## src/design/cpu_settings.svh

```systemverilog
`ifndef CPU_SETTINGS_SVH
`define CPU_SETTINGS_SVH

// datapath and instruction word width
`define DATA_W 32

// general register index width
`define REG_AW 5

// number of general registers incl. register zero
`define REG_COUNT 32

`endif

```

## src/design/commit_if.sv

```systemverilog
`timescale 1ns/1ps
`include "cpu_settings.svh"

interface commit_if;

    logic               reg_we;
    logic [`REG_AW-1:0] reg_addr;
    logic [`DATA_W-1:0] reg_data;
    logic               hi_we;   // hi, lo and cop0 come from the memory stage
    logic [`DATA_W-1:0] hi_data;
    logic               lo_we;
    logic [`DATA_W-1:0] lo_data;
    logic               cop0_we;
    logic [`DATA_W-1:0] cop0_data;

    modport retire (
        output reg_we, reg_addr, reg_data, hi_we, hi_data,
               lo_we, lo_data, cop0_we, cop0_data
    );

    modport regs (
        input reg_we, reg_addr, reg_data, hi_we, hi_data,
              lo_we, lo_data, cop0_we, cop0_data
    );

endinterface

```

## src/design/reg_file.sv

```systemverilog
`timescale 1ns/1ps
`include "cpu_settings.svh"

module reg_file (
    input  logic               clk,
    input  logic               rst_n,
    input  logic [`REG_AW-1:0] rs_addr,
    input  logic [`REG_AW-1:0] rt_addr,
    output logic [`DATA_W-1:0] rs_data,
    output logic [`DATA_W-1:0] rt_data,
    output logic [`DATA_W-1:0] hi,
    output logic [`DATA_W-1:0] lo,
    output logic [`DATA_W-1:0] cop0,
    commit_if.regs             commit
);

    logic [`DATA_W-1:0] gpr [`REG_COUNT];

    always_ff @(posedge clk) begin
        if (!rst_n) begin
            for (int i = 0; i < `REG_COUNT; i++)
                gpr[i] <= '0;
            hi   <= '0;
            lo   <= '0;
            cop0 <= '0;
        end else begin
            if (commit.reg_we && commit.reg_addr != '0)
                gpr[commit.reg_addr] <= commit.reg_data;
            if (commit.hi_we)
                hi <= commit.hi_data;
            if (commit.lo_we)
                lo <= commit.lo_data;
            if (commit.cop0_we)
                cop0 <= commit.cop0_data;
        end
    end

    // old value on a same-cycle write
    assign rs_data = (rs_addr == '0) ? '0 : gpr[rs_addr];
    assign rt_data = (rt_addr == '0) ? '0 : gpr[rt_addr];

endmodule

```

## src/flat_wrapper.sv

```systemverilog
// flat-port wrapper written by rule: the top's interface ports become plain ports
module reg_file_flat 
  (clk, rst_n, rs_addr, rt_addr, rs_data, rt_data, hi, lo, cop0, commit_reg_we, commit_reg_addr, commit_reg_data, commit_hi_we, commit_hi_data, commit_lo_we, commit_lo_data, commit_cop0_we, commit_cop0_data);
  commit_if commit_i ();
  input  logic clk;
  input  logic rst_n;
  input  logic [`REG_AW-1:0] rs_addr;
  input  logic [`REG_AW-1:0] rt_addr;
  output logic [`DATA_W-1:0] rs_data;
  output logic [`DATA_W-1:0] rt_data;
  output logic [`DATA_W-1:0] hi;
  output logic [`DATA_W-1:0] lo;
  output logic [`DATA_W-1:0] cop0;
  input wire logic [$bits(commit_i.reg_we)-1:0] commit_reg_we;
  input wire logic [$bits(commit_i.reg_addr)-1:0] commit_reg_addr;
  input wire logic [$bits(commit_i.reg_data)-1:0] commit_reg_data;
  input wire logic [$bits(commit_i.hi_we)-1:0] commit_hi_we;
  input wire logic [$bits(commit_i.hi_data)-1:0] commit_hi_data;
  input wire logic [$bits(commit_i.lo_we)-1:0] commit_lo_we;
  input wire logic [$bits(commit_i.lo_data)-1:0] commit_lo_data;
  input wire logic [$bits(commit_i.cop0_we)-1:0] commit_cop0_we;
  input wire logic [$bits(commit_i.cop0_data)-1:0] commit_cop0_data;
  assign commit_i.reg_we = commit_reg_we;
  assign commit_i.reg_addr = commit_reg_addr;
  assign commit_i.reg_data = commit_reg_data;
  assign commit_i.hi_we = commit_hi_we;
  assign commit_i.hi_data = commit_hi_data;
  assign commit_i.lo_we = commit_lo_we;
  assign commit_i.lo_data = commit_lo_data;
  assign commit_i.cop0_we = commit_cop0_we;
  assign commit_i.cop0_data = commit_cop0_data;
  reg_file u_core (.clk(clk), .rst_n(rst_n), .rs_addr(rs_addr), .rt_addr(rt_addr), .rs_data(rs_data), .rt_data(rt_data), .hi(hi), .lo(lo), .cop0(cop0), .commit(commit_i));
endmodule
```

## config.mk

```make
export PLATFORM = sky130hd
export DESIGN_NAME = reg_file_flat
export DESIGN_NICKNAME = d
export VERILOG_FILES = /design/src/design/commit_if.sv /design/src/design/reg_file.sv /design/src/flat_wrapper.sv
export VERILOG_INCLUDE_DIRS = /design/src /design/src/design
export SDC_FILE = /design/constraint.sdc
export NUM_CORES = 2
export LEC_CHECK = 0
export BUFFER_PORTS_ARGS = -buffer_cell sky130_fd_sc_hd__buf_2
export CORE_ASPECT_RATIO = 0.6
export CORE_MARGIN = 2
export CORE_UTILIZATION = 55
export DETAILED_ROUTE_END_ITERATION = 6
export GPL_ROUTABILITY_DRIVEN = 0
export GPL_TIMING_DRIVEN = 0
export MAX_ROUTING_LAYER = met4
export PLACE_DENSITY = 0.7
export SLEW_MARGIN = 10
export SYNTH_ARGS = -nofsm -noshare
export SYNTH_HDL_FRONTEND = slang
export SYNTH_SLANG_ARGS = --single-unit
```

## constraint.sdc

```tcl
create_clock -name clk -period 5.6 [get_ports clk]
set_clock_uncertainty 0.15 [all_clocks]
set_input_delay 0.56 -clock clk [delete_from_list [all_inputs] [get_ports clk]]
set_output_delay 0.56 -clock clk [all_outputs]
set_load 0.05 [all_outputs]
```

==> results.json <==
{
  "hold_class": "in -> reg",
  "gr-total-overflow": 0,
  "tritoncts": "built",
  "seq_area_frac_synth": 0.563,
  "routedWlPerCell_um": 38.5,
  "firstDrtPassIters": 7,
  "drc": 23,
  "hold_viol": 0,
  "fin_ws_ns": 0.267,
  "setup_viol": 0,
  "dieArea_mm2": 0.108,
  "mostFrequentLayoutCell": "edfxtp_1",
  "hold_buffers": 107,
  "max-vdd-ir-drop_mv": 0.284,
  "postLayoutCoreUtil": 0.645,
  "io_pins": 309,
  "syn_inst": 4098,
  "cts_buffer_depth": 3,
  "clock.fmax_mhz": 188,
  "whs_ns": 0.00603,
  "path_clk_slew_ns": 0.06,
  "critPathKind": "in -> out",
  "track_usage": 0.450,
  "area_delta_synth_final_pct": 16.5,
  "p_leak_nw": 24.7,
  "ctsResizeCount": 0,
  "design_area_mm2": 0.0676,
  "syn_area_per_cell_um2": 14.2,
  "cts-root-buf": "clkbuf_16",
  "critPathArrivalTime_ns": 4.62,
  "yosys_warnings": 0,
  "ant_nets": 0,
  "ff2ff_setup_slack_ns": 4.77,
  "synth_area_mm2": 0.0580,
  "viasPerCell": 7.09,
  "antenna_found_initial": 24,
  "initial_core_util": 0.554,
  "wirelength_um": 239000,
  "htree_levels": 3,
  "grt_max_degree": 33,
  "num-nets-final": 4842,
  "violations": "design-rule violations, max-capacitance violations, max-slew violations",
  "die_x_um": 423,
  "status": "finished with violations",
  "pwr_density_cell_mw_per_mm2": 304,
  "maxCapViolCount": 4,
  "worst_slew_pin_slew_ns": 1.63,
  "grt_pass1_vias": 41900,
  "power_mw": 20.6,
  "cts_made_buffers": 105,
  "drv_slew": 33,
  "maxSlewHeadroom": -0.0846,
  "fin_crit_ns": 5.33,
  "die_h_um": 256,
  "yosys_register_bits": 1120,
  "place_area_mm2": 0.0630,
  "clk_latency_ns": 0.76,
  "synth.distinct_cells": 39,
  "critPathMaxFanout": 10,
  "layout_common_cells": "edfxtp_1, and2_1, mux2i_1",
  "io_buffers": 297,
  "hpwl_um": 167000,
  "rsz0062_at_grt": "false",
  "post-route-period-util": 0.952,
  "vias": 44100,
  "crit_required_ns": 4.89,
  "core_area_mm2": 0.105,
  "floorplan.rows": 92,
  "grt_first_pass_wirelength_um": 325000,
  "drive_above_1_share": 0.227,
  "cts.sinks": 1120,
  "worstSetupEndpointType": "primary output",
  "pre_cts_slack_ns": 0.703,
  "postCtsSetupBuffers": 0,
  "worst_setup_path_start_kind": "input pin",
  "dr.first_iter.drc_count": 9462
}
[synth_stat cells]
master,number,area (µm²)
edfxtp_1,1024,30700
and2_1,994,6220
mux2i_1,416,4160
mux4_2,352,7930
clkbuf_1,305,1140
nor2_1,134,503
dfxtp_1,96,1920
nand2_1,79,297
o21ai_0,75,375
a211oi_1,64,480
a22oi_1,64,480
mux2_2,64,721
o221ai_1,64,561
a221oi_1,58,508
buf_2,50,250
buf_4,49,368
nor2b_1,37,231
nand4_1,33,206
a21oi_1,32,160
a311oi_1,32,280
buf_1,18,67.6
o21ai_1,14,70.1
buf_6,12,135
o2111ai_1,6,52.6
nand3b_1,4,30.0
clkbuf_2,3,15.0
or3_1,3,18.8
clkbuf_4,2,15.0
inv_1,2,7.51
nand4b_1,2,17.5
or3b_1,2,17.5
and3_1,1,6.26
conb_1,1,3.75
inv_2,1,3.75
nand2b_1,1,6.26
nand3_1,1,5.00
or2_2,1,6.26
or3b_2,1,8.76
or4_4,1,11.3
[metal layers]
metal | part of all wire | vias to the layer above | track usage
met3 | 0.20 | 942 | 0.253
met5 | 0 | - | -
met2 | 0.39 | 4756 | 0.558
met4 | 0.067 | 0 | 0.235
li1 | - | 16800 | -
met1 | 0.35 | 21600 | 0.577
[path summary, 6_finish.rpt]
path | depth (start not counted) | start | end
max reg2reg | 2 | u_core.lo[29] | u_core.lo[29]
max | 8 | rs_addr[4] | rs_data[11]
min reg2reg | 2 | u_core.hi[21] | u_core.hi[21]
min | 2 | commit_reg_data[25] | u_core.gpr[2][25]
[critical path, stage by stage]
cell	delay, ns
clkbuf_1	0.66
or2_2	0.23
clkbuf_1	0.44
or4_4	0.32
clkbuf_1	0.85
o21ai_0	0.38
a311oi_1	0.74
buf_2	0.40
[power breakdown]
part / switching [mW] / leakage (nW) / internal [mW]
combinational: 2.11 / 12.5 / 1.10
sequential: 0.265 / 10.5 / 9.58
clock: 3.42 / 1.68 / 4.08
[state kept, by name, summed over array words and instances (netlist names)]
signal	cells
u_core.hi	32
u_core.lo	32
u_core.gpr	1024
u_core.cop0	32
[layout make-up]
cell class | count | area [µm²]
Antenna cell | 24 | 60.1
Buffer | 439 | 2020
Clock buffer | 129 | 2780
Clock inverter | 64 | 648
Fill cell | 7724 | 37200
Inverter | 3 | 11.3
Multi-Input combinational cell | 2567 | 23800
Sequential cell | 1120 | 32700
Tap cell | 1410 | 1760
Timing Repair Buffer | 457 | 3840
[through the flow]
step,instances,setup TNS (ns)
4_1_cts,6188,0
3_3_place_gp,5836,-1985.37
2_1_floorplan,4129,0
5_1_grt,6205,0
3_5_place_dp,5888,0
6_report,6213,0
[logic make-up after synthesis]
| group | share of synthesized area |
|---|---|
| buffers and inverters | 0.0346 |
| flip-flops | 0.563 |
| other | 0.0000646 |
| AND/OR/NAND/NOR | 0.131 |
| AO/OA/AOI/OAI | 0.0511 |
| multiplexers | 0.221 |
Note: power is estimated with default switching activity, not from simulation.
