[config.mk]
export PLATFORM = sky130hd
export DESIGN_NAME = main_forwarder
export DESIGN_NICKNAME = d
export VERILOG_FILES = /design/src/design/isa_pkg.sv /design/src/design/pipe_pkg.sv /design/src/design/extract_instruction.sv /design/src/design/main_forwarder.sv
export VERILOG_INCLUDE_DIRS = /design/src /design/src/design
export SDC_FILE = /design/constraint.sdc
export NUM_CORES = 1
export LEC_CHECK = 0
export ABC_AREA = 0
export ABC_CLOCK_PERIOD_IN_PS = 2500
export BUFFER_PORTS_ARGS = -buffer_cell sky130_fd_sc_hd__buf_2
export CORE_AREA = 2 2 651 653
export DETAILED_ROUTE_END_ITERATION = 12
export DIE_AREA = 0 0 653 655
export PLACE_DENSITY = 0.3
export SLEW_MARGIN = 10
export SYNTH_ARGS = -nofsm -noshare
export SYNTH_HDL_FRONTEND = slang
export SYNTH_SLANG_ARGS = --single-unit
export TNS_END_PERCENT = 10
[constraint.sdc]
create_clock -name vclk -period 2.5
set_input_delay 0.5 -clock vclk [all_inputs]
set_output_delay 0.5 -clock vclk [all_outputs]
set_load 0.02 [all_outputs]
[src/design/cpu_settings.svh]
`ifndef CPU_SETTINGS_SVH
`define CPU_SETTINGS_SVH

// datapath and instruction word width
`define DATA_W 32

// general register index width
`define REG_AW 5

// number of general registers incl. register zero
`define REG_COUNT 32

`endif

[src/design/isa_pkg.sv]
`include "cpu_settings.svh"

package isa_pkg;

    typedef enum logic [5:0] {
        OP_SPECIAL = 6'h00,
        OP_ADDIU   = 6'h09,
        OP_ORI     = 6'h0d,
        OP_LUI     = 6'h0f,
        OP_COP0    = 6'h10
    } opcode_e;

    typedef enum logic [5:0] {
        FN_MFHI  = 6'h10,
        FN_MTHI  = 6'h11,
        FN_MFLO  = 6'h12,
        FN_MTLO  = 6'h13,
        FN_MULTU = 6'h19,
        FN_ADDU  = 6'h21,
        FN_SUBU  = 6'h23,
        FN_AND   = 6'h24,
        FN_OR    = 6'h25,
        FN_XOR   = 6'h26,
        FN_SLTU  = 6'h2b
    } funct_e;

    localparam logic [4:0] COP0_MF = 5'h00; // rs field of mfc0
    localparam logic [4:0] COP0_MT = 5'h04; // rs field of mtc0

    typedef enum logic [4:0] {
        ALU_NONE, ALU_ADDU, ALU_SUBU, ALU_AND, ALU_OR, ALU_XOR, ALU_SLTU,
        ALU_MULTU, ALU_MTHI, ALU_MTLO, ALU_MFHI, ALU_MFLO,
        ALU_ADDIU, ALU_ORI, ALU_LUI, ALU_MTC0, ALU_MFC0
    } alu_op_e;

    typedef struct packed {
        logic [`REG_AW-1:0] rs;
        logic [`REG_AW-1:0] rt;
        logic [`REG_AW-1:0] rd;
        logic [15:0]        imm;
        alu_op_e            alu_op;
        logic               use_imm;
    } unpack_t;

endpackage

[src/design/pipe_pkg.sv]
`include "cpu_settings.svh"

package pipe_pkg;

    import isa_pkg::*;

    typedef struct packed {
        logic    write_reg;
        logic    write_hi;
        logic    write_lo;
        logic    write_cop0;
        alu_op_e alu_op;
        logic    use_imm;
    } control_t;

    typedef struct packed {
        logic               valid;
        logic [`DATA_W-1:0] instruction;
        control_t           control;
        logic [`REG_AW-1:0] dest_reg;
        logic [`DATA_W-1:0] rs, rt, hi, lo, cop0;        // operand values
        logic [`DATA_W-1:0] dest_reg_data, dest_hi_data;
        logic [`DATA_W-1:0] dest_lo_data, dest_cop0_data;
    } pipeline_signal_t;

    typedef struct packed {
        logic               take;
        logic [`DATA_W-1:0] data;
    } forward_element_t;

    typedef struct packed {
        forward_element_t rs, rt, lo, hi, cop0;
    } forward_info_t;

    // bypassed values replace what the register file gave
    function automatic pipeline_signal_t process_forward_data(
        input pipeline_signal_t ps,
        input forward_info_t    fi
    );
        pipeline_signal_t res;
        res = ps;
        if (fi.rs.take) res.rs = fi.rs.data;
        if (fi.rt.take) res.rt = fi.rt.data;
        if (fi.hi.take) res.hi = fi.hi.data;
        if (fi.lo.take) res.lo = fi.lo.data;
        if (fi.cop0.take) res.cop0 = fi.cop0.data;
        return res;
    endfunction

endpackage

[src/design/extract_instruction.sv]
`timescale 1ns/1ps
`include "cpu_settings.svh"

module extract_instruction
    import isa_pkg::*;
(
    input  logic [`DATA_W-1:0] instruction,
    output unpack_t            ei
);

    always_comb begin
        ei         = '0;
        ei.rs      = instruction[25:21];
        ei.rt      = instruction[20:16];
        ei.rd      = instruction[15:11];
        ei.imm     = instruction[15:0];
        ei.alu_op  = ALU_NONE;
        ei.use_imm = 1'b0;
        case (instruction[31:26])
            OP_SPECIAL: begin
                case (instruction[5:0])
                    FN_ADDU:  ei.alu_op = ALU_ADDU;
                    FN_SUBU:  ei.alu_op = ALU_SUBU;
                    FN_AND:   ei.alu_op = ALU_AND;
                    FN_OR:    ei.alu_op = ALU_OR;
                    FN_XOR:   ei.alu_op = ALU_XOR;
                    FN_SLTU:  ei.alu_op = ALU_SLTU;
                    FN_MULTU: ei.alu_op = ALU_MULTU;
                    FN_MTHI:  ei.alu_op = ALU_MTHI;
                    FN_MTLO:  ei.alu_op = ALU_MTLO;
                    FN_MFHI:  ei.alu_op = ALU_MFHI;
                    FN_MFLO:  ei.alu_op = ALU_MFLO;
                    default:  ei.alu_op = ALU_NONE; // nop lands here
                endcase
            end
            OP_ADDIU: begin
                ei.alu_op  = ALU_ADDIU;
                ei.use_imm = 1'b1;
            end
            OP_ORI: begin
                ei.alu_op  = ALU_ORI;
                ei.use_imm = 1'b1;
            end
            OP_LUI: begin
                ei.alu_op  = ALU_LUI;
                ei.use_imm = 1'b1;
            end
            OP_COP0: begin
                if (instruction[25:21] == COP0_MT)
                    ei.alu_op = ALU_MTC0;
                else if (instruction[25:21] == COP0_MF)
                    ei.alu_op = ALU_MFC0;
            end
            default: ei.alu_op = ALU_NONE;
        endcase
    end

endmodule

[src/design/main_forwarder.sv]
`timescale 1ns/1ps
`include "cpu_settings.svh"

module main_forwarder
    import isa_pkg::*;
    import pipe_pkg::*;
(
    input  pipeline_signal_t ps_decode,
    input  pipeline_signal_t ps_execute,
    input  pipeline_signal_t ps_memory,
    input  pipeline_signal_t ps_write_back,
    output forward_info_t    decode_forward_info,
    output forward_info_t    execute_forward_info
);

    unpack_t decode_unpack;
    unpack_t execute_unpack;

    extract_instruction decode_ei_i (
        .instruction (ps_decode.instruction),
        .ei          (decode_unpack)
    );

    extract_instruction execute_ei_i (
        .instruction (ps_execute.instruction),
        .ei          (execute_unpack)
    );

    // a stage hits when it writes a nonzero register equal to target
    function automatic forward_element_t test_one(
        input pipeline_signal_t   ps,
        input logic [`REG_AW-1:0] target
    );
        forward_element_t fe;
        fe = '0;
        if (ps.control.write_reg && ps.dest_reg != '0 && ps.dest_reg == target) begin
            fe.take = 1'b1;
            fe.data = ps.dest_reg_data;
        end
        return fe;
    endfunction

    function automatic forward_element_t from_memory(
        input logic               we,
        input logic [`DATA_W-1:0] data
    );
        forward_element_t fe;
        fe.take = we;
        fe.data = we ? data : '0;
        return fe;
    endfunction

    always_comb begin
        decode_forward_info  = '0;
        execute_forward_info = '0;

        execute_forward_info.rs = test_one(ps_memory, execute_unpack.rs);
        execute_forward_info.rt = test_one(ps_memory, execute_unpack.rt);
        if (!execute_forward_info.rs.take)
            execute_forward_info.rs = test_one(ps_write_back, execute_unpack.rs);
        if (!execute_forward_info.rt.take)
            execute_forward_info.rt = test_one(ps_write_back, execute_unpack.rt);

        // memory stage commits next edge so decode only needs write-back
        decode_forward_info.rs = test_one(ps_write_back, decode_unpack.rs);
        decode_forward_info.rt = test_one(ps_write_back, decode_unpack.rt);

        execute_forward_info.hi = from_memory(ps_memory.control.write_hi,
                                              ps_memory.dest_hi_data);
        execute_forward_info.lo = from_memory(ps_memory.control.write_lo,
                                              ps_memory.dest_lo_data);
        execute_forward_info.cop0 = from_memory(ps_memory.control.write_cop0,
                                                ps_memory.dest_cop0_data);
        decode_forward_info.hi   = execute_forward_info.hi;
        decode_forward_info.lo   = execute_forward_info.lo;
        decode_forward_info.cop0 = execute_forward_info.cop0;
    end

endmodule

==> impl_metrics.env <==
export IMPL_gr_usage_met1=0.0269
export IMPL_whs_ps=1350
export IMPL_die_w_um=653
export IMPL_synth_nets=1907
export IMPL_ir_drop_uv=63.6
export IMPL_die_area_um2=428000
export IMPL_routabilityCongestion=0.639
export IMPL_register_area_um2=0
export IMPL_grt_pass1_vias=5331
export IMPL_via_per_inst=0.891
export IMPL_ys_types=24
export IMPL_grtUsageMet2=0.0607
export IMPL_yosysWarnings=0
export IMPL_grt_pass1_wl_mm=74.3
export IMPL_dr_pass1_iters=4
export IMPL_synth_seq_area_share=0
export IMPL_crit_path_start_kind="input pin"
export IMPL_fmax_mhz=362
export IMPL_hold_viol=0
export IMPL_dpl_hpwl_mm=60.2
export IMPL_synth_area_um2=3820
export IMPL_routed_wl_mm=65.1
export IMPL_worstPathMaxFanout=12
export IMPL_synth_largest_area_cell="and2_1"
export IMPL_worstMarginPinSlew_ps=403
export IMPL_finalSetupViolCount=132
export IMPL_ctsHoldBuffers=0
export IMPL_fp_row_count=239
export IMPL_crit_arrival_ps=2260
export IMPL_nets=2360
export IMPL_place_area_um2=14200
export IMPL_yosys_top_cells_count="and2_1 (160), buf_4 (102), nand3_1 (67)"
export IMPL_grt_max_degree=35
export IMPL_crit_path_end_kind="output pin"
export IMPL_rsz0062_at_grt="yes"
export IMPL_synth_most_common_cell="and2_1"
export IMPL_areaGrowthSynthToFinish_pct=286
export IMPL_power_density_nw_per_um2=106
export IMPL_drv_slew=0
export IMPL_multiInputGateArea_um2=3250
export IMPL_vias=5859
export IMPL_synth_top_cell_area_share=0.262
export IMPL_netlist_top_cells_area="and2_1 (26%), buf_4 (20%), mux2_2 (14%)"
export IMPL_nFillCells=50326
export IMPL_power_leakage_nw=4.28
export IMPL_postSynthCellCount=563
export IMPL_synthXorXnorAreaFrac=0.0597
export IMPL_die_y_um=655
export IMPL_synth_top_family_by_area="simple AND/OR/NAND/NOR gates"
export IMPL_slew_headroom=0.731
export IMPL_required_ps=2000
export IMPL_period_needed_ps=2760
export IMPL_top_level_ports=1674
export IMPL_track_usage=0.0283
export IMPL_crit_type="in2out"
export IMPL_drt_antenna_violating_nets=0
export IMPL_drt_initial_drc_count=237
export IMPL_port_buffers=525
export IMPL_grt_met3_usage=0.00754
export IMPL_status="finished with violations"
export IMPL_drive_gt1_frac=0.718
export IMPL_synth_compound_area_share=0.00852
export IMPL_grt_busiest_layer="met2"
export IMPL_synth_mux_area_fraction=0.189
export IMPL_route_detailed_drc=0
export IMPL_setup_ws_ps=-264
export IMPL_design_seq_count=0
export IMPL_synthSimpleGateAreaFrac=0.484
export IMPL_initial_core_util=0.00905
export IMPL_cap_violations=0
export IMPL_finalInstanceArea_um2=14700
export IMPL_wire_per_inst_um=9.91
export IMPL_coreArea_um2=422000
export IMPL_synth_fa_ha_area_frac=0
export IMPL_violations="setup timing"
export IMPL_syn_area_per_cell_um2=6.78
export IMPL_clkbuf_count=0
export IMPL_holdCritPathClass="in2out"
export IMPL_grt_ovfl_total=0
export IMPL_post_route_period_util=1.11
export IMPL_antenna_found_initial=45
==> stage by stage <==
| stage | setup slack (ps) | TNS (ps) | total power, mW | instances | util |
|---|---|---|---|---|---|
| finish | -264 | -24870 | 1.56 | 6573 | 0.0349 |
| CTS | -322 | -33560 | 1.66 | 6557 | 0.0344 |
| global route | -321 | -33920 | 1.70 | 6570 | 0.0349 |
| floorplan | -56.0 | -1950 | 0.698 | 563 | - |
| global placement | -462 | -43570 | 1.60 | 6553 | 0.0336 |
| detailed placement | -460 | -42880 | 1.60 | 6553 | 0.0336 |
==> worst max-delay path, stage by stage <==
cell     delay, ps
buf_6           90
or4_4          570
o21ai_4        160
buf_12         140
buf_12         130
buf_12         150
nor3_1          60
mux2_4         300
buf_12         140
==> where the power goes <==
group | internal, mW | switching (mW) | total (mW) | leakage, nW
logic | 0.578 | 0.986 | 1.56 | 4.28
registers | 0 | 0 | 0 | 0
clock network | 0.00000106 | 0 | 0.00000106 | 0.000101
==> what timing repair did <==
item | in CTS | in global routing
resized for setup | 79 | 51
hold endpoints to repair | 0 | 0
pin swaps | 9 | 8
setup endpoints to repair | 132 | 132
setup buffers | 3 | 1
gates cloned | 1 | 0
==> final cells by class <==
class / instances / area share
Multi-Input combinational cell: 406 / 0.221
Inverter: 1 / 0.000255
Tap cell: 5543 / 0.471
Antenna cell: 16 / 0.00272
Timing Repair Buffer: 607 / 0.305
==> final timing paths <==
path                            from                   endpoint  cells past startpoint  slack [ps]
setup / recovery  ps_write_back[288]  execute_forward_info[145]                      9        -260
hold / removal         ps_memory[49]   execute_forward_info[83]                      3        1350
==> kinds of logic (layout without fill, tap and decap cells) <==
family                    Yosys count  in the layout
buffers and inverters             157            608
muxes                              64             64
and+or+nand+nor                   313            313
other                               0             16
AOI/OAI and AO/OA                   3              3
xor gates and xnor gates           26             26
==> cells in the final DEF, fill, tap and decap left out, types with 6 or more instances in the layout <==
master	count
mux2_4	29
mux2_2	21
xnor2_1	12
nor4_2	9
diode_2	16
buf_6	20
nand3_1	66
nor4_1	23
nand2b_1	7
xor2_1	8
buf_12	79
buf_2	452
and2_1	116
nor3_1	33
and2_4	44
buf_4	56
xnor2_2	6
mux2_1	14
==> per-layer routing <==
layer / vias up / routed length, µm / part of all wire
li1: 2731 / - / -
met1: 2713 / 20600 / 0.32
met2: 335 / 39100 / 0.60
met3: 54 / 5070 / 0.078
met4: 26 / 224 / 0.0034
met5: - / 155 / 0.0024
(Power assumes the default switching activity.)
