$ cat src/design/cpu_settings.svh
`ifndef CPU_SETTINGS_SVH
`define CPU_SETTINGS_SVH

// datapath and instruction word width
`define DATA_W 32

// general register index width
`define REG_AW 5

// number of general registers incl. register zero
`define REG_COUNT 32

`endif

$ cat src/design/isa_pkg.sv
`include "cpu_settings.svh"

package isa_pkg;

    typedef enum logic [5:0] {
        OP_SPECIAL = 6'h00,
        OP_ADDIU   = 6'h09,
        OP_ORI     = 6'h0d,
        OP_LUI     = 6'h0f,
        OP_COP0    = 6'h10
    } opcode_e;

    typedef enum logic [5:0] {
        FN_MFHI  = 6'h10,
        FN_MTHI  = 6'h11,
        FN_MFLO  = 6'h12,
        FN_MTLO  = 6'h13,
        FN_MULTU = 6'h19,
        FN_ADDU  = 6'h21,
        FN_SUBU  = 6'h23,
        FN_AND   = 6'h24,
        FN_OR    = 6'h25,
        FN_XOR   = 6'h26,
        FN_SLTU  = 6'h2b
    } funct_e;

    localparam logic [4:0] COP0_MF = 5'h00; // rs field of mfc0
    localparam logic [4:0] COP0_MT = 5'h04; // rs field of mtc0

    typedef enum logic [4:0] {
        ALU_NONE, ALU_ADDU, ALU_SUBU, ALU_AND, ALU_OR, ALU_XOR, ALU_SLTU,
        ALU_MULTU, ALU_MTHI, ALU_MTLO, ALU_MFHI, ALU_MFLO,
        ALU_ADDIU, ALU_ORI, ALU_LUI, ALU_MTC0, ALU_MFC0
    } alu_op_e;

    typedef struct packed {
        logic [`REG_AW-1:0] rs;
        logic [`REG_AW-1:0] rt;
        logic [`REG_AW-1:0] rd;
        logic [15:0]        imm;
        alu_op_e            alu_op;
        logic               use_imm;
    } unpack_t;

endpackage

$ cat src/design/pipe_pkg.sv
`include "cpu_settings.svh"

package pipe_pkg;

    import isa_pkg::*;

    typedef struct packed {
        logic    write_reg;
        logic    write_hi;
        logic    write_lo;
        logic    write_cop0;
        alu_op_e alu_op;
        logic    use_imm;
    } control_t;

    typedef struct packed {
        logic               valid;
        logic [`DATA_W-1:0] instruction;
        control_t           control;
        logic [`REG_AW-1:0] dest_reg;
        logic [`DATA_W-1:0] rs, rt, hi, lo, cop0;        // operand values
        logic [`DATA_W-1:0] dest_reg_data, dest_hi_data;
        logic [`DATA_W-1:0] dest_lo_data, dest_cop0_data;
    } pipeline_signal_t;

    typedef struct packed {
        logic               take;
        logic [`DATA_W-1:0] data;
    } forward_element_t;

    typedef struct packed {
        forward_element_t rs, rt, lo, hi, cop0;
    } forward_info_t;

    // bypassed values replace what the register file gave
    function automatic pipeline_signal_t process_forward_data(
        input pipeline_signal_t ps,
        input forward_info_t    fi
    );
        pipeline_signal_t res;
        res = ps;
        if (fi.rs.take) res.rs = fi.rs.data;
        if (fi.rt.take) res.rt = fi.rt.data;
        if (fi.hi.take) res.hi = fi.hi.data;
        if (fi.lo.take) res.lo = fi.lo.data;
        if (fi.cop0.take) res.cop0 = fi.cop0.data;
        return res;
    endfunction

endpackage

$ cat src/design/execute_stage.sv
`timescale 1ns/1ps
`include "cpu_settings.svh"

module execute_stage
    import isa_pkg::*;
    import pipe_pkg::*;
(
    input  logic             clk,
    input  logic             rst_n,
    input  pipeline_signal_t ps_execute_in,
    input  forward_info_t    execute_forward_info,
    output pipeline_signal_t ps_execute,
    output pipeline_signal_t ps_memory_in
);

    unpack_t              ei;
    pipeline_signal_t     ps_fwd;
    logic [`DATA_W-1:0]   imm_sext;
    logic [`DATA_W-1:0]   imm_zext;
    logic [`DATA_W-1:0]   op_b;
    logic [`DATA_W-1:0]   result;
    logic [2*`DATA_W-1:0] product;

    always_ff @(posedge clk) begin
        if (!rst_n) begin
            ps_execute.valid       <= 1'b0;
            ps_execute.instruction <= '0;
            ps_execute.control     <= '0;
            ps_execute.dest_reg    <= '0;
        end else begin
            ps_execute <= ps_execute_in;
        end
    end

    extract_instruction execute_ei_i (
        .instruction (ps_execute.instruction),
        .ei          (ei)
    );

    assign ps_fwd = process_forward_data(ps_execute, execute_forward_info);

    assign imm_sext = {{(`DATA_W-16){ei.imm[15]}}, ei.imm};
    assign imm_zext = {{(`DATA_W-16){1'b0}}, ei.imm};
    assign product  = {{`DATA_W{1'b0}}, ps_fwd.rs} * {{`DATA_W{1'b0}}, ps_fwd.rt};

    always_comb begin
        op_b = ps_fwd.rt;
        if (ps_fwd.control.use_imm)
            op_b = (ps_fwd.control.alu_op == ALU_ORI) ? imm_zext : imm_sext;
    end

    always_comb begin
        case (ps_fwd.control.alu_op)
            ALU_ADDU, ALU_ADDIU: result = ps_fwd.rs + op_b;
            ALU_SUBU:            result = ps_fwd.rs - op_b;
            ALU_AND:             result = ps_fwd.rs & op_b;
            ALU_OR, ALU_ORI:     result = ps_fwd.rs | op_b;
            ALU_XOR:             result = ps_fwd.rs ^ op_b;
            ALU_SLTU:            result = {{(`DATA_W-1){1'b0}}, ps_fwd.rs < op_b};
            ALU_LUI:             result = {ei.imm, 16'b0};
            ALU_MFHI:            result = ps_fwd.hi;
            ALU_MFLO:            result = ps_fwd.lo;
            ALU_MFC0:            result = ps_fwd.cop0;
            default:             result = '0;
        endcase
    end

    always_comb begin
        ps_memory_in                = ps_fwd;
        ps_memory_in.dest_reg_data  = result;
        ps_memory_in.dest_hi_data   = product[2*`DATA_W-1:`DATA_W];
        ps_memory_in.dest_lo_data   = product[`DATA_W-1:0];
        ps_memory_in.dest_cop0_data = ps_fwd.rt; // mtc0 moves rt
        if (ps_fwd.control.alu_op == ALU_MTHI)
            ps_memory_in.dest_hi_data = ps_fwd.rs;
        if (ps_fwd.control.alu_op == ALU_MTLO)
            ps_memory_in.dest_lo_data = ps_fwd.rs;
    end

endmodule

$ cat src/design/extract_instruction.sv
`timescale 1ns/1ps
`include "cpu_settings.svh"

module extract_instruction
    import isa_pkg::*;
(
    input  logic [`DATA_W-1:0] instruction,
    output unpack_t            ei
);

    always_comb begin
        ei         = '0;
        ei.rs      = instruction[25:21];
        ei.rt      = instruction[20:16];
        ei.rd      = instruction[15:11];
        ei.imm     = instruction[15:0];
        ei.alu_op  = ALU_NONE;
        ei.use_imm = 1'b0;
        case (instruction[31:26])
            OP_SPECIAL: begin
                case (instruction[5:0])
                    FN_ADDU:  ei.alu_op = ALU_ADDU;
                    FN_SUBU:  ei.alu_op = ALU_SUBU;
                    FN_AND:   ei.alu_op = ALU_AND;
                    FN_OR:    ei.alu_op = ALU_OR;
                    FN_XOR:   ei.alu_op = ALU_XOR;
                    FN_SLTU:  ei.alu_op = ALU_SLTU;
                    FN_MULTU: ei.alu_op = ALU_MULTU;
                    FN_MTHI:  ei.alu_op = ALU_MTHI;
                    FN_MTLO:  ei.alu_op = ALU_MTLO;
                    FN_MFHI:  ei.alu_op = ALU_MFHI;
                    FN_MFLO:  ei.alu_op = ALU_MFLO;
                    default:  ei.alu_op = ALU_NONE; // nop lands here
                endcase
            end
            OP_ADDIU: begin
                ei.alu_op  = ALU_ADDIU;
                ei.use_imm = 1'b1;
            end
            OP_ORI: begin
                ei.alu_op  = ALU_ORI;
                ei.use_imm = 1'b1;
            end
            OP_LUI: begin
                ei.alu_op  = ALU_LUI;
                ei.use_imm = 1'b1;
            end
            OP_COP0: begin
                if (instruction[25:21] == COP0_MT)
                    ei.alu_op = ALU_MTC0;
                else if (instruction[25:21] == COP0_MF)
                    ei.alu_op = ALU_MFC0;
            end
            default: ei.alu_op = ALU_NONE;
        endcase
    end

endmodule

$ cat config.mk
export PLATFORM = sky130hd
export DESIGN_NAME = execute_stage
export DESIGN_NICKNAME = d
export VERILOG_FILES = /design/src/design/isa_pkg.sv /design/src/design/pipe_pkg.sv /design/src/design/execute_stage.sv /design/src/design/extract_instruction.sv
export VERILOG_INCLUDE_DIRS = /design/src /design/src/design
export SDC_FILE = /design/constraint.sdc
export NUM_CORES = 2
export LEC_CHECK = 0
export BUFFER_PORTS_ARGS = -buffer_cell sky130_fd_sc_hd__buf_4
export CAP_MARGIN = 30
export CORE_AREA = 5 5 457 459
export DETAILED_ROUTE_END_ITERATION = 10
export DIE_AREA = 0 0 462 464
export PLACE_DENSITY = 0.56
export SETUP_SLACK_MARGIN = 0.02
export SLEW_MARGIN = 20
export SYNTH_ARGS = -nofsm -noshare
export SYNTH_HDL_FRONTEND = slang
export SYNTH_SLANG_ARGS = --single-unit
$ cat constraint.sdc
create_clock -name clk -period 8.6 [get_ports clk]
set_input_delay 0 -clock clk [delete_from_list [all_inputs] [get_ports clk]]
set_output_delay 0 -clock clk [all_outputs]
set_load 0.005 [all_outputs]
==> flow_summary_export.csv <==
group,metric,value,unit
logic_synthesis,yosys.area.top_type,"fa_1",
clock_network,cts-root-buf,"clkbuf_16",
clock_network,cts_buffer_depth,3,
finish,finalNetCount,8818,
finish,regMostFlops,"ps_execute",
flow_run,cap_violations,0,
finish,final_cells,9807,
routing,wire_per_inst,35.0,µm
clock_network,cts_tree,"yes",
logic_synthesis,syn_area,50900,µm²
critical_path,path_class,"reg -> out",
grt,grt_overflow_total,0,
sta,final-setup-viol-count,5,
placement,dp_hpwl,282000,µm
grt,grt_util_met1,0.351,
sta,fin_ws,-99.7,ps
critical_path,max_stage_delay,580,ps
sta,relSlewSlack,0.310,
placement,portBuffers,1174,
floorplan,coreArea,204000,µm²
sta,drv_slew,0,
finish,largest_reg_flops,336,
sta,fin_crit_sh,1.01,
run_status,violations,"negative setup slack",
critical_path,cp-start-kind,"flip-flop",
run_status,status,"complete, but fails checks",
sta,grt_setup_unrepaired,"yes",
finish,drive_above_1_share,0.292,
floorplan,rows,166,
logic_synthesis,netlist.area_leader.share,0.353,
placement,place_congestion,1.01,
finish,reg_top3,"ps_execute: 336 flops",
logic_synthesis,synth_cells,5385,
sta,max_freq,115,MHz
grt,antenna_found_initial,52,
critical_path,critPathSlowestCell,"fa_1",
clock_network,cts.sinks,336,
grt,grt_pass1_vias,52100,
floorplan,die-area,214000,µm²
routing,drtAntennaViolNets,0,
logic_synthesis,ys_seq_elements,336,
critical_path,crit_path_frequent_cell,"buf_4",
logic_synthesis,synth_warnings,0,
grt,gr-usage-met3,0.125,
critical_path,critPathCaptureType,"output port",
grt,grt_pass1_wl,452000,µm
sta,final_hold_viol_count,0,
critical_path,required,8600,ps
finish,area_delta_synth_final,42.7,%
critical_path,arrival,8700,ps
logic_synthesis,synth.top_cells.by_area,"fa_1, edfxtp_1, ha_1, inv_1, nor2_1",
floorplan,start_util,0.250,
critical_path,path_delay_family,"adder cells",
logic_synthesis,synth_cell_types,100,
routing,drt-initial-drc-count,5204,
logic_synthesis,ys_dominant_reg_cell,"edfxtp_1",
logic_synthesis,syn_area_per_cell,9.45,µm²
logic_synthesis,syn_nets,7145,
critical_path,cp_max_fo,10,
logic_synthesis,seq_area_frac_synth,0.189,
routing,vias,49300,
logic_synthesis,synth_edf_count,288,
clock_network,cts_buffers,42,
clock_network,cts.htree.levels,2,
grt,grt_usage,0.310,
clock_network,clk_pin_slew,60,ps
critical_path,path_buf_inv,18,
routing,first_pass_iters,8,
placement,dp.cells,9196,
min_path,hp-class,"in -> reg",
grt,grtUsageMet2,0.505,
sta,tightest_slew,1030,ps
floorplan,io_pins,1175,
floorplan,fp.dieW,462,µm
floorplan,dieHeight,464,µm
logic_synthesis,async_reset_ff_frac,0,
routing,routed_wl,343000,µm
routing,drt-vias-per-instance,5.03,
routing,drcViolationCount,0,
grt,top_usage_layer,"met2",
sta,finalCriticalPeriod,8700,ps
grt,grt_max_degree,131,
stage by stage:
stage / hold slack, ps / utilization / cell area, µm² / setup TNS [ps] / worst slack, ps
finish: 65.3 / 0.356 / 72600 / -310 / -99.7
CTS: 15.6 / 0.351 / 71600 / -53.7 / -53.7
global placement: 179 / 0.318 / 64800 / -430 / -227
detailed placement: 179 / 0.318 / 64800 / -477 / -241
floorplan: 98.9 / - / 50900 / 0 / 491
global route: 51.8 / 0.356 / 72600 / -2780 / -263
kinds of logic (layout without fill, tap and decap cells):
kind of cell | Yosys count | after routing | synth area share
adder cells (fa/ha/maj) | 1257 | 1257 | 0.441
buffers and inverters | 1348 | 3055 | 0.106
AND/OR/NAND/NOR | 1520 | 1520 | 0.123
multiplexers | 192 | 192 | 0.0401
other | 0 | 27 | 0
flip-flops | 336 | 336 | 0.189
XOR/XNOR | 66 | 66 | 0.0114
AO/OA/AOI/OAI | 666 | 666 | 0.0896
metal layers:
metal | share of wire | wire length [µm] | vias up
li1 | - | - | 20300
met1 | 0.35 | 121000 | 25300
met2 | 0.46 | 158000 | 3122
met3 | 0.12 | 41400 | 675
met4 | 0.067 | 22900 | 14
met5 | 0.00027 | 94 | -
final timing paths:
path | startpoint | to | slack, ps | depth (start not counted)
min | ps_execute_in[2] | ps_execute[2] | 70 | 2
max | ps_execute[275] | ps_memory_in[72] | -100 | 33
cells in the mapped netlist (all sizes together) (15+ instances only):
master and n:
a211oi 22, a21o 63, a21oi 175, a221oi 25
a22oi 23, and2 59, and3 15, buf 133
clkbuf 244, clkinv 16, dfxtp 48, edfxtp 288
fa 898, ha 359, inv 955, mux2 97
mux2i 95, nand2 570, nand3 35, nand4 21
nor2 733, nor3 26, o211ai 17, o21a 33
o21ai 135, o21bai 34, o31ai 16, or3 17
xnor2 45, xor2 21
layout make-up:
| cell class | instances | area (µm²) |
|---|---|---|
| tap | 2688 | 3360 |
| antenna | 27 | 67.6 |
| timing repair buffer | 2006 | 17300 |
| inverter | 971 | 3700 |
| clock buffer | 49 | 1080 |
| clock inverter | 29 | 320 |
| sequential | 336 | 9610 |
| fill | 20900 | 131000 |
| multi-input combinational | 3701 | 37200 |
what timing repair did:
action                                  in CTS  in global routing
hold buffers                               339                  0
setup buffers                              102                 52
endpoints found under the setup margin      28                 26
hold endpoints to repair                   349                  0
resized for setup                          169                 92
cloned                                       9                  3
pin swaps                                   63                 62
cells in the final DEF, fill, tap and decap left out, types with 63 or more instances in the layout:
cell type	instances
a21o_1	63
a21oi_1	153
buf_12	78
buf_4	1536
dlygate4sd3_1	339
edfxtp_1	288
fa_1	873
ha_1	340
inv_1	931
mux2_2	96
nand2_1	568
nor2_1	726
o21ai_0	101
Power is left out: the tool's default activity adds up to more than one toggle a clock period on the data nets, which glitch-free logic cannot reach.
