## config.mk

```make
export PLATFORM = sky130hd
export DESIGN_NAME = decode_stage
export DESIGN_NICKNAME = d
export VERILOG_FILES = /design/src/design/isa_pkg.sv /design/src/design/pipe_pkg.sv /design/src/design/decode_stage.sv /design/src/design/extract_instruction.sv
export VERILOG_INCLUDE_DIRS = /design/src /design/src/design
export SDC_FILE = /design/constraint.sdc
export NUM_CORES = 1
export LEC_CHECK = 0
export BUFFER_PORTS_ARGS = -buffer_cell sky130_fd_sc_hd__buf_2
export CAP_MARGIN = 20
export CORE_AREA = 2 2 411 413
export CTS_CLUSTER_SIZE = 28
export DETAILED_ROUTE_END_ITERATION = 6
export DIE_AREA = 0 0 413 415
export SKIP_LAST_GASP = 1
export SYNTH_ARGS = -nofsm -noshare
export SYNTH_HDL_FRONTEND = slang
export SYNTH_SLANG_ARGS = --single-unit
```

## constraint.sdc

```tcl
create_clock -name clk -period 3 [get_ports clk]
set_input_delay 0.15 -clock clk [delete_from_list [all_inputs] [get_ports clk]]
set_output_delay 0.15 -clock clk [all_outputs]
set_load 0.1 [all_outputs]
```

## src/design/cpu_settings.svh

```systemverilog
`ifndef CPU_SETTINGS_SVH
`define CPU_SETTINGS_SVH

// datapath and instruction word width
`define DATA_W 32

// general register index width
`define REG_AW 5

// number of general registers incl. register zero
`define REG_COUNT 32

`endif

```

## src/design/isa_pkg.sv

```systemverilog
`include "cpu_settings.svh"

package isa_pkg;

    typedef enum logic [5:0] {
        OP_SPECIAL = 6'h00,
        OP_ADDIU   = 6'h09,
        OP_ORI     = 6'h0d,
        OP_LUI     = 6'h0f,
        OP_COP0    = 6'h10
    } opcode_e;

    typedef enum logic [5:0] {
        FN_MFHI  = 6'h10,
        FN_MTHI  = 6'h11,
        FN_MFLO  = 6'h12,
        FN_MTLO  = 6'h13,
        FN_MULTU = 6'h19,
        FN_ADDU  = 6'h21,
        FN_SUBU  = 6'h23,
        FN_AND   = 6'h24,
        FN_OR    = 6'h25,
        FN_XOR   = 6'h26,
        FN_SLTU  = 6'h2b
    } funct_e;

    localparam logic [4:0] COP0_MF = 5'h00; // rs field of mfc0
    localparam logic [4:0] COP0_MT = 5'h04; // rs field of mtc0

    typedef enum logic [4:0] {
        ALU_NONE, ALU_ADDU, ALU_SUBU, ALU_AND, ALU_OR, ALU_XOR, ALU_SLTU,
        ALU_MULTU, ALU_MTHI, ALU_MTLO, ALU_MFHI, ALU_MFLO,
        ALU_ADDIU, ALU_ORI, ALU_LUI, ALU_MTC0, ALU_MFC0
    } alu_op_e;

    typedef struct packed {
        logic [`REG_AW-1:0] rs;
        logic [`REG_AW-1:0] rt;
        logic [`REG_AW-1:0] rd;
        logic [15:0]        imm;
        alu_op_e            alu_op;
        logic               use_imm;
    } unpack_t;

endpackage

```

## src/design/pipe_pkg.sv

```systemverilog
`include "cpu_settings.svh"

package pipe_pkg;

    import isa_pkg::*;

    typedef struct packed {
        logic    write_reg;
        logic    write_hi;
        logic    write_lo;
        logic    write_cop0;
        alu_op_e alu_op;
        logic    use_imm;
    } control_t;

    typedef struct packed {
        logic               valid;
        logic [`DATA_W-1:0] instruction;
        control_t           control;
        logic [`REG_AW-1:0] dest_reg;
        logic [`DATA_W-1:0] rs, rt, hi, lo, cop0;        // operand values
        logic [`DATA_W-1:0] dest_reg_data, dest_hi_data;
        logic [`DATA_W-1:0] dest_lo_data, dest_cop0_data;
    } pipeline_signal_t;

    typedef struct packed {
        logic               take;
        logic [`DATA_W-1:0] data;
    } forward_element_t;

    typedef struct packed {
        forward_element_t rs, rt, lo, hi, cop0;
    } forward_info_t;

    // bypassed values replace what the register file gave
    function automatic pipeline_signal_t process_forward_data(
        input pipeline_signal_t ps,
        input forward_info_t    fi
    );
        pipeline_signal_t res;
        res = ps;
        if (fi.rs.take) res.rs = fi.rs.data;
        if (fi.rt.take) res.rt = fi.rt.data;
        if (fi.hi.take) res.hi = fi.hi.data;
        if (fi.lo.take) res.lo = fi.lo.data;
        if (fi.cop0.take) res.cop0 = fi.cop0.data;
        return res;
    endfunction

endpackage

```

## src/design/decode_stage.sv

```systemverilog
`timescale 1ns/1ps
`include "cpu_settings.svh"

module decode_stage
    import isa_pkg::*;
    import pipe_pkg::*;
(
    input  logic               clk,
    input  logic               rst_n,
    input  logic               instr_valid,
    input  logic [`DATA_W-1:0] instr,
    output logic [`REG_AW-1:0] rs_addr,
    output logic [`REG_AW-1:0] rt_addr,
    input  logic [`DATA_W-1:0] rs_data,
    input  logic [`DATA_W-1:0] rt_data,
    input  logic [`DATA_W-1:0] hi,
    input  logic [`DATA_W-1:0] lo,
    input  logic [`DATA_W-1:0] cop0,
    input  forward_info_t      decode_forward_info,
    output pipeline_signal_t   ps_decode,
    output pipeline_signal_t   ps_execute_in
);

    logic               valid_q;
    logic [`DATA_W-1:0] instr_q;
    unpack_t            ei;
    pipeline_signal_t   ps_raw;

    always_ff @(posedge clk) begin
        if (!rst_n) begin
            valid_q <= 1'b0;
            instr_q <= '0;
        end else begin
            valid_q <= instr_valid;
            instr_q <= instr;
        end
    end

    extract_instruction decode_ei_i (
        .instruction (instr_q),
        .ei          (ei)
    );

    assign rs_addr = ei.rs;
    assign rt_addr = ei.rt;

    always_comb begin
        ps_raw                    = '0;
        ps_raw.valid              = valid_q;
        ps_raw.instruction        = instr_q;
        ps_raw.control.alu_op     = ei.alu_op;
        ps_raw.control.use_imm    = ei.use_imm;
        ps_raw.control.write_hi   = ei.alu_op inside {ALU_MULTU, ALU_MTHI};
        ps_raw.control.write_lo   = ei.alu_op inside {ALU_MULTU, ALU_MTLO};
        ps_raw.control.write_cop0 = (ei.alu_op == ALU_MTC0);
        ps_raw.control.write_reg  = !(ei.alu_op inside {ALU_NONE, ALU_MULTU, ALU_MTHI,
                                                        ALU_MTLO, ALU_MTC0});
        if (ps_raw.control.write_reg)
            ps_raw.dest_reg = (ei.use_imm || ei.alu_op == ALU_MFC0) ? ei.rt : ei.rd;
        ps_raw.rs   = rs_data;
        ps_raw.rt   = rt_data;
        ps_raw.hi   = hi;
        ps_raw.lo   = lo;
        ps_raw.cop0 = cop0;
    end

    assign ps_decode = process_forward_data(ps_raw, decode_forward_info);

    always_comb begin
        ps_execute_in = ps_decode;
        if (!ps_decode.valid) begin // bubble carries no writes
            ps_execute_in.control  = '0;
            ps_execute_in.dest_reg = '0;
        end
    end

endmodule

```

## src/design/extract_instruction.sv

```systemverilog
`timescale 1ns/1ps
`include "cpu_settings.svh"

module extract_instruction
    import isa_pkg::*;
(
    input  logic [`DATA_W-1:0] instruction,
    output unpack_t            ei
);

    always_comb begin
        ei         = '0;
        ei.rs      = instruction[25:21];
        ei.rt      = instruction[20:16];
        ei.rd      = instruction[15:11];
        ei.imm     = instruction[15:0];
        ei.alu_op  = ALU_NONE;
        ei.use_imm = 1'b0;
        case (instruction[31:26])
            OP_SPECIAL: begin
                case (instruction[5:0])
                    FN_ADDU:  ei.alu_op = ALU_ADDU;
                    FN_SUBU:  ei.alu_op = ALU_SUBU;
                    FN_AND:   ei.alu_op = ALU_AND;
                    FN_OR:    ei.alu_op = ALU_OR;
                    FN_XOR:   ei.alu_op = ALU_XOR;
                    FN_SLTU:  ei.alu_op = ALU_SLTU;
                    FN_MULTU: ei.alu_op = ALU_MULTU;
                    FN_MTHI:  ei.alu_op = ALU_MTHI;
                    FN_MTLO:  ei.alu_op = ALU_MTLO;
                    FN_MFHI:  ei.alu_op = ALU_MFHI;
                    FN_MFLO:  ei.alu_op = ALU_MFLO;
                    default:  ei.alu_op = ALU_NONE; // nop lands here
                endcase
            end
            OP_ADDIU: begin
                ei.alu_op  = ALU_ADDIU;
                ei.use_imm = 1'b1;
            end
            OP_ORI: begin
                ei.alu_op  = ALU_ORI;
                ei.use_imm = 1'b1;
            end
            OP_LUI: begin
                ei.alu_op  = ALU_LUI;
                ei.use_imm = 1'b1;
            end
            OP_COP0: begin
                if (instruction[25:21] == COP0_MT)
                    ei.alu_op = ALU_MTC0;
                else if (instruction[25:21] == COP0_MF)
                    ei.alu_op = ALU_MFC0;
            end
            default: ei.alu_op = ALU_NONE;
        endcase
    end

endmodule

```

==> summary.txt <==
STATUS
--------------------------------------------------------------------------------------
Status ..................................................................    completed

GRT
--------------------------------------------------------------------------------------
Total GRT Usage .........................................................       0.0930
Total congestion overflow after global routing ..........................            0
Initial antenna violation count .........................................           97
Vias in the first global route ..........................................        6,647
Maximum number of pins on one net before global-route repair ............           34
Wire length of the first global-routing pass ............................    96,600 um

DIE
--------------------------------------------------------------------------------------
Floorplan core area ..................................................... 167,000 um^2
Placement Rows ..........................................................          150
X dimension of the die ..................................................       413 um
Initial core utilization ................................................       0.0414
Die area ................................................................ 171,000 um^2
Die boundary height .....................................................       415 um
Top-Level Pins ..........................................................        1,042

LOGIC SYNTHESIS
--------------------------------------------------------------------------------------
Gate count of the mapped netlist ........................................          810
Top FF cell, synth ......................................................      dfxtp_1
Sequential area share after synthesis ...................................       0.0957
Yosys warnings ..........................................................            0
Post-synthesis sequential element count .................................           33
Post-synth EDFFs ........................................................            0
Cell Area, Synth ........................................................    6910 um^2
Post-Synthesis Mean Instance Area .......................................    8.53 um^2
Fraction of synthesis flops using an asynchronous set or reset pin ......            0
Count of different cell masters after synthesis .........................           42

ROUTING
--------------------------------------------------------------------------------------
TritonRoute pass-1 iters ................................................            5
Vias ....................................................................        7,831
Number of nets still failing antenna checks after routing ...............            0
Vias per cell ...........................................................         2.15
DRC viols ...............................................................            0
Routed WL ...............................................................    85,800 um
Routed wire per std cell ................................................      23.6 um
Iteration-0 DRC count of the detailed router ............................          372

CLOCK NETWORK
--------------------------------------------------------------------------------------
Total clock buffers created by CTS ......................................            5
Clock slew at the register clock pins of the worst setup and hold paths .        70 ps
CTS Sinks ...............................................................           33
Max H-tree Level ........................................................            2
Number of buffers on the longest clock path .............................            2
Number of buffers added to fix hold violations after cts ................            0
CTS tree ................................................................         done
CTS Root Buffer Type ....................................................    clkbuf_16

MIN PATH
--------------------------------------------------------------------------------------
Type of the worst min-delay path ........................................ primary input to flop

TIMING
--------------------------------------------------------------------------------------
Final period demand of the worst path ...................................      2970 ps
Total negative slack for setup checks ...................................         0 ps
Final Hold Fails ........................................................            0
Post-route worst hold slack .............................................      44.5 ps
Final cycle utilization of the critical path ............................        0.988
RSZ-0062 raised after global routing ....................................         true
Least-Margin Pin Slew ...................................................       856 ps
Slew Limit Fails ........................................................            0
Slew HR .................................................................        0.429
Maximum frequency from static timing analysis ...........................      337 MHz
Total setup violations reported at the end of the flow ..................            0

WORST SETUP PATH
--------------------------------------------------------------------------------------
Data arrival time of the worst path .....................................      2820 ps
Critical path data required time ........................................      2850 ps
Largest fanout on the critical path .....................................            5
Crit Path Category ...................................................... flop to output port
Startpoint types ........................................................         flop
Critical Path End Type ..................................................  output port

PWR
--------------------------------------------------------------------------------------
Clock network power share ...............................................        0.104
Power dissipated by switching net loads .................................      5470 uW
Part of the power in combinational logic ................................        0.824
Static Leak .............................................................   0.00562 uW
Worst IR Drop VDD .......................................................     0.368 mV
Sw Ratio ................................................................        0.775
Reg power frac ..........................................................        0.072
Power density relative to cell area .....................................  590 nW/um^2
Cell internal pwr .......................................................      1590 uW

FINISH
--------------------------------------------------------------------------------------
Post-synthesis to final-layout area growth ..............................        73.3%
Area used by multi-input combinational logic ............................    3840 um^2
Area taken by flip-flops and latches ....................................     708 um^2
Final-layout fill cell count ............................................       19,700
Final nets ..............................................................        1,756
Cell Count, Final, Fillers Out ..........................................        3,635
Fraction of final layout cells with drive strength greater than 1 .......        0.747
Final std cell area, no fill ............................................  12,000 um^2

PLACE
--------------------------------------------------------------------------------------
Dpl hpwl ................................................................    81,700 um
Routability congestion estimate from global placement ...................         1.26
Area of placed instances ................................................  11,500 um^2
Number of placed cells counting well taps ...............................        3,586
Count of input and output buffers .......................................          785

RUN
--------------------------------------------------------------------------------------
Max_cap viols ...........................................................            0

[state kept, by name (all words and copies together) (netlist names)]
name     cells
valid_q      1
instr_q     32
[worst max-delay path: stages (launching register included)]
cell	delay [ps]
dfxtp_4	340
or4_4	520
or3_4	360
a21o_4	220
o21ai_4	250
nor4_4	120
nor4b_2	310
bufbuf_16	370
[per-layer routing]
layer	vias up	GRT usage	share of wire
met4	66	0.0133	0.022
met2	807	0.149	0.45
li1	3180	-	-
met3	181	0.0789	0.17
met5	-	0.00509	0.010
met1	3597	0.0931	0.34
[metrics by stage]
stage / util / total power, uW / setup WS, ps
floorplan: - / 5740 / -1960
global placement: 0.0692 / 6320 / 153
detailed placement: 0.0692 / 6340 / 93.5
CTS: 0.0709 / 7130 / -19.3
global route: 0.0715 / 7220 / -60.5
finish: 0.0718 / 7060 / 34.7
[path summary, 6_finish.rpt]
check                    from                     end  slack [ps]  cells after the start
max    instr_q[27]$_SDFF_PN0_      ps_execute_in[302]          30                      7
min                 instr[13]  instr_q[13]$_SDFF_PN0_          40                      2
[cell usage after synthesis (3+ instances only)]
library cell | count | area, um^2
buf_4 | 460 | 3450
mux2_2 | 165 | 1860
and2_1 | 42 | 263
dfxtp_1 | 33 | 661
buf_1 | 15 | 56.3
clkbuf_1 | 13 | 48.8
nor3_1 | 12 | 60.1
nand2b_1 | 6 | 37.5
nand3_1 | 5 | 25.0
nor2_1 | 5 | 18.8
a21oi_1 | 4 | 20.0
nor4b_1 | 4 | 35.0
a31oi_1 | 3 | 18.8
inv_1 | 3 | 11.3
nand3b_1 | 3 | 22.5
[power groups by stage]
stage                     logic (uW)  clock network [uW]  registers, uW
after CTS                       5840                 782            513
final                           5820                 735            506
after global placement          5800                   0            519
after floorplan                 5080                   0            659
after global routing            5930                 787            511
after detailed placement        5820                   0            523
[placed cells by master, fill, tap and decap left out, drive strengths merged, types with 2 or more instances in the layout]
master / instances
mux2: 165
conb: 256
or3b: 2
nor4b: 5
nand3b: 3
nor4bb: 2
a31oi: 3
or3: 2
nor3: 12
a21oi: 4
diode: 34
bufinv: 2
nand2: 2
inv: 4
mux2i: 2
nand2b: 6
o21ai: 5
or4bb: 2
dfxtp: 33
nor4: 3
nor2: 5
and2: 43
o21bai: 2
clkbuf: 6
nand3: 5
buf: 810
and3: 2
[final cells by class]
type / instances / share of cell area
repair buffers: 812 / 0.365
multi-input cells: 541 / 0.321
well taps: 2204 / 0.230
flip-flops and latches: 33 / 0.0592
clock buffers: 5 / 0.0105
diodes: 34 / 0.00711
clock inverters: 3 / 0.00575
inverters: 3 / 0.000941
[cells by family (layout without fill, tap and decap cells)]
group | after synthesis | count (layout) | synth area share
multiplexers | 167 | 167 | 0.272
AND/OR/NAND/NOR | 97 | 98 | 0.0920
other | 1 | 290 | 0.000543
AO/OA/AOI/OAI | 20 | 20 | 0.0212
buffers and inverters | 492 | 823 | 0.519
flip-flops | 33 | 33 | 0.0957
[repair_timing]
action / CTS / global route
pin swaps: 5 / 6
cloned: 1 / 0
setup buffers: 4 / 2
resized for setup: 10 / 18
endpoints found under the setup margin: 13 / 12
No activity file was read; power rests on OpenSTA's default activity.
